### src/cpu_types_pkg.sv
package cpu_types_pkg;

  //////////////////////////////////////////////////
  // Datapath widths
  //////////////////////////////////////////////////
  localparam int WORD_W      = 16;                // One data word or one PC value
  localparam int REG_ADDR_W  = 4;                 // Register number width
  localparam int NUM_REGS    = 1 << REG_ADDR_W;   // Sixteen general purpose registers

  // Only the low address bits reach the data memory array
  localparam int DMEM_ADDR_W = 8;
  localparam int DMEM_DEPTH  = 1 << DMEM_ADDR_W;  // 256 words

  //////////////////////////////////////////////////
  // Vector types
  //////////////////////////////////////////////////
  typedef logic [WORD_W-1:0]      word_t;        // Data word, ALU result or PC
  typedef logic [REG_ADDR_W-1:0]  reg_addr_t;    // Register file index
  typedef logic [DMEM_ADDR_W-1:0] dmem_index_t;  // Data memory word index

endpackage

### src/wb_ctrl_pkg.sv
package wb_ctrl_pkg;

  //////////////////////////////////////////////////
  // Write-back control bundle layout
  //////////////////////////////////////////////////
  // The decode stage packs the write-back controls into one byte
  // that travels down the pipeline untouched until write-back
  localparam int WB_SIG_W = 8;

  typedef logic [WB_SIG_W-1:0] wb_sig_t;

  // Destination register field sits in the upper nibble
  localparam int WB_RD_LSB = 4;
  localparam int WB_RD_W   = 4;

  // Single bit controls in the lower nibble
  localparam int WB_REGWRITE_BIT = 3;  // Commit the selected value to the register file
  localparam int WB_MEMTOREG_BIT = 2;  // Write-back value comes from the data memory
  localparam int WB_HLT_BIT      = 1;  // Halt instruction has reached write-back
  localparam int WB_PCS_BIT      = 0;  // Save-PC instruction writes the next PC

endpackage

### src/data_memory.sv
`timescale 1ns/1ns
`default_nettype none

// Data memory of the memory stage
// Reads are combinational so the loaded word is ready for the
// pipeline register in the same cycle the address is presented
module data_memory (
  input  logic                 clk,    // System clock
  input  cpu_types_pkg::word_t addr,   // Byte-free word address, taken from the ALU result
  input  cpu_types_pkg::word_t wdata,  // Store data
  input  logic                 wen,    // Store strobe, sampled on the rising edge
  output cpu_types_pkg::word_t rdata   // Word read at addr
);

  import cpu_types_pkg::*;

  //////////////////////////////////////////////////
  // Storage
  //////////////////////////////////////////////////
  // The memory has no reset, its contents are whatever was stored last
  word_t       mem [DMEM_DEPTH];
  dmem_index_t index;  // Word index into the array

  // Upper address bits alias onto the same 256 words
  assign index = addr[DMEM_ADDR_W-1:0];

  //////////////////////////////////////////////////
  // Write port
  //////////////////////////////////////////////////
  always_ff @(posedge clk) begin
    if (wen) begin
      mem[index] <= wdata;  // Store lands at the edge
    end
  end

  //////////////////////////////////////////////////
  // Read port
  //////////////////////////////////////////////////
  // A load in the same cycle as a store to the same word sees the
  // old contents, since the array only changes at the clock edge
  assign rdata = mem[index];

endmodule

`default_nettype wire

### src/mem_wb_pipe_reg.sv
`timescale 1ns/1ns
`default_nettype none

// Pipeline register between the memory and write-back stages
// Every field advances every cycle, there is no stall or flush
module mem_wb_pipe_reg (
  input  logic                 clk,             // System clock
  input  logic                 rst_n,           // Asynchronous reset, active low
  input  cpu_types_pkg::word_t pc_next_in,      // Next PC from the memory stage
  input  cpu_types_pkg::word_t alu_out_in,      // ALU result from the memory stage
  input  cpu_types_pkg::word_t mem_data_in,     // Word read from data memory
  input  wb_ctrl_pkg::wb_sig_t wb_signals_in,   // Write-back control bundle

  output cpu_types_pkg::word_t pc_next_out,     // Next PC for write-back
  output cpu_types_pkg::word_t alu_out_out,     // ALU result for write-back
  output cpu_types_pkg::word_t mem_data_out,    // Loaded word for write-back
  output wb_ctrl_pkg::wb_sig_t wb_signals_out   // Control bundle for write-back
);

  //////////////////////////////////////////////////
  // Stage register
  //////////////////////////////////////////////////
  // The control bundle is held as one vector so the destination,
  // RegWrite, MemtoReg, HLT and PCS fields always move together
  always_ff @(posedge clk or negedge rst_n) begin
    if (!rst_n) begin
      // Clearing the bundle turns RegWrite and HLT off out of reset
      pc_next_out    <= '0;
      alu_out_out    <= '0;
      mem_data_out   <= '0;
      wb_signals_out <= '0;
    end else begin
      pc_next_out    <= pc_next_in;     // Needed by the save-PC instruction
      alu_out_out    <= alu_out_in;     // Default write-back source
      mem_data_out   <= mem_data_in;    // Load result
      wb_signals_out <= wb_signals_in;  // Controls ride along with their data
    end
  end

endmodule

`default_nettype wire

### src/wb_reg_file.sv
`timescale 1ns/1ns
`default_nettype none

// Write-back stage with the register file
// Picks the value to commit, writes it on the clock and serves
// two combinational read ports that see an in-flight write
module wb_reg_file (
  input  logic                      clk,         // System clock
  input  logic                      rst_n,       // Asynchronous reset, active low
  input  cpu_types_pkg::word_t      pc_next,     // Registered next PC
  input  cpu_types_pkg::word_t      alu_out,     // Registered ALU result
  input  cpu_types_pkg::word_t      mem_data,    // Registered load data
  input  wb_ctrl_pkg::wb_sig_t      wb_signals,  // Registered control bundle
  input  cpu_types_pkg::reg_addr_t  rd_addr_1,   // Read port 1 register number
  input  cpu_types_pkg::reg_addr_t  rd_addr_2,   // Read port 2 register number

  output cpu_types_pkg::word_t      rd_data_1,   // Read port 1 data
  output cpu_types_pkg::word_t      rd_data_2,   // Read port 2 data
  output logic                      halt         // Halt has reached write-back
);

  import cpu_types_pkg::*;
  import wb_ctrl_pkg::*;

  //////////////////////////////////////////////////
  // Control decode
  //////////////////////////////////////////////////
  reg_addr_t wr_addr;     // Destination register
  logic      reg_write;   // RegWrite field
  logic      mem_to_reg;  // MemtoReg field
  logic      pcs;         // PCS field
  logic      wr_en;       // Qualified write, never to register zero
  word_t     wr_data;     // Value chosen for write-back

  assign wr_addr    = wb_signals[WB_RD_LSB +: WB_RD_W];
  assign reg_write  = wb_signals[WB_REGWRITE_BIT];
  assign mem_to_reg = wb_signals[WB_MEMTOREG_BIT];
  assign pcs        = wb_signals[WB_PCS_BIT];
  assign halt       = wb_signals[WB_HLT_BIT];  // Already cleared by the stage register on reset

  // Register zero is hardwired to zero so writes to it are dropped
  assign wr_en = reg_write && (wr_addr != '0);

  //////////////////////////////////////////////////
  // Write-back source select
  //////////////////////////////////////////////////
  // Loads win over save-PC, and the ALU result is the fallback
  always_comb begin
    if (mem_to_reg) begin
      wr_data = mem_data;
    end else if (pcs) begin
      wr_data = pc_next;  // Return address for the save-PC instruction
    end else begin
      wr_data = alu_out;
    end
  end

  //////////////////////////////////////////////////
  // Register array
  //////////////////////////////////////////////////
  word_t regs [NUM_REGS];

  always_ff @(posedge clk or negedge rst_n) begin
    if (!rst_n) begin
      for (int i = 0; i < NUM_REGS; i++) begin
        regs[i] <= '0;  // All registers read zero out of reset
      end
    end else if (wr_en) begin
      regs[wr_addr] <= wr_data;
    end
  end

  //////////////////////////////////////////////////
  // Read ports with bypass
  //////////////////////////////////////////////////
  // A read of the register being written this cycle returns the new
  // value, so decode sees it one cycle before it lands in the array
  assign rd_data_1 = (wr_en && (rd_addr_1 == wr_addr)) ? wr_data : regs[rd_addr_1];
  assign rd_data_2 = (wr_en && (rd_addr_2 == wr_addr)) ? wr_data : regs[rd_addr_2];

endmodule

`default_nettype wire

### src/mem_wb_backend.sv
`timescale 1ns/1ns
`default_nettype none

// Back end of the pipeline from the memory stage to write-back
// The execute stage is modelled by the ex_mem_* inputs
module mem_wb_backend (
  input  logic                     clk,                // System clock
  input  logic                     rst_n,              // Asynchronous reset, active low
  input  cpu_types_pkg::word_t     ex_mem_pc_next,     // Next PC from execute
  input  cpu_types_pkg::word_t     ex_mem_alu_out,     // ALU result, also the memory address
  input  cpu_types_pkg::word_t     ex_mem_store_data,  // Data for a store
  input  logic                     ex_mem_mem_write,   // Store strobe
  input  wb_ctrl_pkg::wb_sig_t     ex_mem_wb_signals,  // Write-back control bundle
  input  cpu_types_pkg::reg_addr_t rd_addr_1,          // Register read port 1 address
  input  cpu_types_pkg::reg_addr_t rd_addr_2,          // Register read port 2 address

  output cpu_types_pkg::word_t     rd_data_1,          // Register read port 1 data
  output cpu_types_pkg::word_t     rd_data_2,          // Register read port 2 data
  output logic                     halt                // Processor halted
);

  import cpu_types_pkg::*;
  import wb_ctrl_pkg::*;

  //////////////////////////////////////////////////
  // Stage to stage wires
  //////////////////////////////////////////////////
  word_t   mem_data;           // Combinational load data
  word_t   mem_wb_pc_next;     // Registered next PC
  word_t   mem_wb_alu_out;     // Registered ALU result
  word_t   mem_wb_mem_data;    // Registered load data
  wb_sig_t mem_wb_wb_signals;  // Registered control bundle

  // Memory stage
  data_memory i_dmem (
    .clk   (clk),
    .addr  (ex_mem_alu_out),     // Loads and stores address memory with the ALU result
    .wdata (ex_mem_store_data),
    .wen   (ex_mem_mem_write),
    .rdata (mem_data)
  );

  // Memory to write-back boundary
  mem_wb_pipe_reg i_mem_wb_reg (
    .clk            (clk),
    .rst_n          (rst_n),
    .pc_next_in     (ex_mem_pc_next),
    .alu_out_in     (ex_mem_alu_out),
    .mem_data_in    (mem_data),
    .wb_signals_in  (ex_mem_wb_signals),
    .pc_next_out    (mem_wb_pc_next),
    .alu_out_out    (mem_wb_alu_out),
    .mem_data_out   (mem_wb_mem_data),
    .wb_signals_out (mem_wb_wb_signals)
  );

  // Write-back stage and register file
  wb_reg_file i_wb (
    .clk        (clk),
    .rst_n      (rst_n),
    .pc_next    (mem_wb_pc_next),
    .alu_out    (mem_wb_alu_out),
    .mem_data   (mem_wb_mem_data),
    .wb_signals (mem_wb_wb_signals),
    .rd_addr_1  (rd_addr_1),
    .rd_addr_2  (rd_addr_2),
    .rd_data_1  (rd_data_1),
    .rd_data_2  (rd_data_2),
    .halt       (halt)
  );

endmodule

`default_nettype wire

### config.mk
export PLATFORM = sky130hd
export DESIGN_NAME = mem_wb_backend
export DESIGN_NICKNAME = d
export VERILOG_FILES = /design/src/cpu_types_pkg.sv /design/src/wb_ctrl_pkg.sv /design/src/data_memory.sv /design/src/mem_wb_pipe_reg.sv /design/src/wb_reg_file.sv /design/src/mem_wb_backend.sv
export SDC_FILE = /design/constraint.sdc
export NUM_CORES = 2
export LEC_CHECK = 0
export BUFFER_PORTS_ARGS = -buffer_cell sky130_fd_sc_hd__buf_2
export CELL_PAD_IN_SITES_DETAIL_PLACEMENT = 1
export CELL_PAD_IN_SITES_GLOBAL_PLACEMENT = 2
export CORE_UTILIZATION = 40
export DETAILED_ROUTE_END_ITERATION = 7
export GPL_ROUTABILITY_DRIVEN = 0
export PLACE_DENSITY_LB_ADDON = 0.05
export SLEW_MARGIN = 10
export SYNTH_ARGS = -nofsm -noshare
export SYNTH_HDL_FRONTEND = slang
export SYNTH_SLANG_ARGS = --single-unit
### constraint.sdc
create_clock -name clk -period 3.2 [get_ports clk]
set_input_delay 0.64 -clock clk [delete_from_list [all_inputs] [get_ports clk]]
set_output_delay 0.64 -clock clk [all_outputs]
set_load 0.02 [all_outputs]
==> impl_metrics.csv <==
group,metric,value,unit
outcome,status,"finished with violations",
outcome,failed_checks,"design-rule violations, negative setup slack",
critical_path,cp_slowest_cell,"dfrtp_2",
routing,wl_per_cell,34.6,um
sta,worst_pin_slew,1.20,ns
placement,dp_hpwl,339000,um
critical_path,startpoint_type,"register",
routing,drcViolationCount,48,
power_and_ir_drop,p_leak,67.4,nW
sta,max_freq,0.286,GHz
logic_synthesis,yosysWarnings,0,
logic_synthesis,syn-cell-area,0.170,mm^2
cts,cts_buffers,472,
logic_synthesis,syn-num-nets,7952,
logic_synthesis,avgSynthCellArea,21.6,um^2
critical_path,crit_required,2.56,ns
critical_path,crit_path_end_kind,"output port",
critical_path,crit_type,"reg -> out",
floorplanning,num_rows,239,
critical_path,rr_worst_depth,6,
sta,worst_hold_slack,0.0866,ns
cts,cts.reportedPaths.clkPinSlew,0.06,ns
critical_path,cp.arrival,2.85,ns
cells_and_area,syn_to_final_growth,22.0,%
critical_path,crit_path_max_fanout,6,
placement,port_buffers,99,
critical_path,cp_num_buf_inv,3,
logic_synthesis,synth.yosys.seq_area_share,76.9,%
cells_and_area,layout_common_cells,"4096 x edfxtp_1, 1184 x mux4_2, 811 x buf_4",
sta,rsz0062_at_grt,"true",
routing,num_vias,88100,
critical_path,worst-path-stages,6,
floorplanning,ios,100,
logic_synthesis,netlist_instances,7885,
cells_and_area,fin_util,49.0,%
sta,relSlewSlack,20.2,%
critical_path,path_delay_family,"buffers and inverters",
logic_synthesis,ys_ff_latch,4408,
logic_synthesis,yosysUniqueCellTypes,29,
grt,grt_max_degree,95,
cells_and_area,nets,9272,
cts,clockBufferDepth,4,
power_and_ir_drop,power.total,128,mW
min_path,hp-class,"in -> reg",
grt,globalRouteOverflowTotal,0,
floorplanning,die_w,654,um
cts,clock-sinks,4408,
routing,drtIter0Drc,8923,
routing,ant_nets,0,
grt,grt_pass1_wl,742000,um
grt,grt_pass1_vias,92900,
sta,drv_slew,0,
power_and_ir_drop,peakVddDrop,0.468,mV
sta,tns,-8.08,ns
cts,clock_latency,1.02,ns
cells_and_area,layout.area.seq,0.131,mm^2
critical_path,cpPeakStageDelay,0.44,ns
routing,vias_per_cell,5.76,
sta,hold_viol,0,
cts,tritoncts,"built",
routing,dr.pass1.iters,7,
sta,finalCritPeriodShare,109,%
routing,drt-total-wl,530000,um
cts,cts-root-buf,"clkbuf_16",
cells_and_area,final_common_cell,"edfxtp_1",
placement,dp_slack,-1.03,ns
min_path,min_path_cells,1,
cells_and_area,drive_gt1_share,36.5,%
cells_and_area,final.fill_count,37600,
floorplanning,core_area,0.423,mm^2
sta,fin_crit,3.49,ns
sta,fin_skew,0.0512,ns
job,drv_cap,0,
cells_and_area,multi_input_area,0.0380,mm^2
floorplanning,dieArea,0.428,mm^2
cts,htree_levels,5,
floorplanning,initial_core_util,40.2,%
grt,antenna_found_initial,33,
critical_path,crit_path_frequent_cell,"buf_12",
critical_path,path_cells,"buf_12 > o41ai_4 > nor2_4 > buf_12 > mux2_4 > buf_6",
critical_path,r2r_slack,0.30,ns
power_and_ir_drop,pwr_density_cell,617,mW/mm^2
grt,grt_use_total,24.7,%
sta,final-setup-viol-count,35,
floorplanning,dieHeight,654,um
sta,setup_slack,-0.292,ns
[logic make-up (layout without fill, tap and decap cells)]
logic type      count (synthesis)  in the layout  share of synthesized area, %
compound gates               1073           1073                          4.08
xor+xnor                        8              8                        0.0412
buf+inv                       544           2273                          1.39
flops                        4408           4408                          76.9
mux                          1264           1264                          16.2
other cells                     0             13                             0
simple gates                  588            588                          1.40
[power breakdown]
group | leakage (nW) | total [mW] | internal [mW] | switching, mW
Sequential | 40.8 | 64.5 | 63.8 | 0.696
Combinational | 19.2 | 9.26 | 4.06 | 5.20
Clock | 7.45 | 54.3 | 31.2 | 23.1
Total | 67.4 | 128 | 99.0 | 29.0
[layout make-up]
cell class / instances / share of cell area [%]
Multi-Input combinational cell: 2933 / 18.3
Clock inverter: 321 / 1.41
Timing Repair Buffer: 1389 / 7.79
Sequential cell: 4408 / 63.1
Antenna cell: 13 / 0.0157
Inverter: 1 / 0.00181
Tap cell: 5663 / 3.42
Clock buffer: 562 / 5.98
[metal layers]
layer / up-vias / routed length [um] / global-route usage [%]
li1: 36000 / - / -
met1: 48900 / 235000 / 36.0
met2: 2479 / 252000 / 39.4
met3: 631 / 30000 / 3.48
met4: 2 / 12600 / 5.82
met5: - / 13 / 0
[per-stage QoR]
step                      instance area (um^2)  std cells
final                                   207000      15300
after global routing                    207000      15300
after CTS                               207000      15300
after detailed placement                191000      14300
after global placement                  191000      14300
after floorplan                         170000       7885
[cell usage after synthesis]
cell type     n  area share [%]
nor3_1       33           0.097
a22oi_1     512             2.3
edfxtp_1   4096              72
nor2b_1       9           0.033
o21ai_0     224            0.66
nand2_1     263            0.58
and3_1        1          0.0037
dfrtp_1     312             4.6
nand4_1      18           0.066
o21a_1       16           0.071
mux4_2     1184              16
or2_2         2          0.0074
nor3b_1       1          0.0044
mux2_2       64            0.42
o41ai_1      65            0.33
clkbuf_1    359            0.79
and3b_1       1          0.0052
buf_4        28            0.12
nand2b_1      6           0.022
nor2_1      233            0.51
a21oi_1     256            0.75
inv_1         1          0.0022
nand3_1      16           0.047
buf_1        52            0.11
mux2i_1      16           0.094
buf_2        91            0.27
and2_1        5           0.018
xnor2_1       8           0.041
buf_6        13           0.086
[sequential cells by signal (all words and copies together), names as in the netlist]
name                         cells
i_mem_wb_reg.pc_next_out        16
i_mem_wb_reg.alu_out_out        16
i_mem_wb_reg.mem_data_out       16
i_mem_wb_reg.wb_signals_out      8
i_wb.regs                      256
i_dmem.mem                    4096
[what timing repair did]
item	in CTS	in global routing
hold buffers	43	0
setup endpoints to repair	32	34
buffers inserted	10	9
pin swaps	1	5
cloned	0	1
endpoints found under the hold margin	143	0
resized for setup	122	15
[final timing paths]
kind                                                 from                            to
max                        i_mem_wb_reg.wb_signals_out[7]                  rd_data_1[5]
min                                  ex_mem_store_data[2]             i_dmem.mem[82][2]
max reg2reg                            i_dmem.mem[216][0]  i_mem_wb_reg.mem_data_out[0]
min reg2reg                                i_wb.regs[247]                i_wb.regs[247]
max in group asynchronous                           rst_n                i_wb.regs[105]
min in group asynchronous                           rst_n                i_wb.regs[175]
[worst reg2reg max path, delay by kind of cell (launching register included)]
family,cells,cell delay (ns)
buf+inv,1,0.25
compound gates,3,1.63
simple gates,1,0.08
mux,1,0.46
flops,1,0.36
Note: power is estimated with default switching activity, not from simulation.
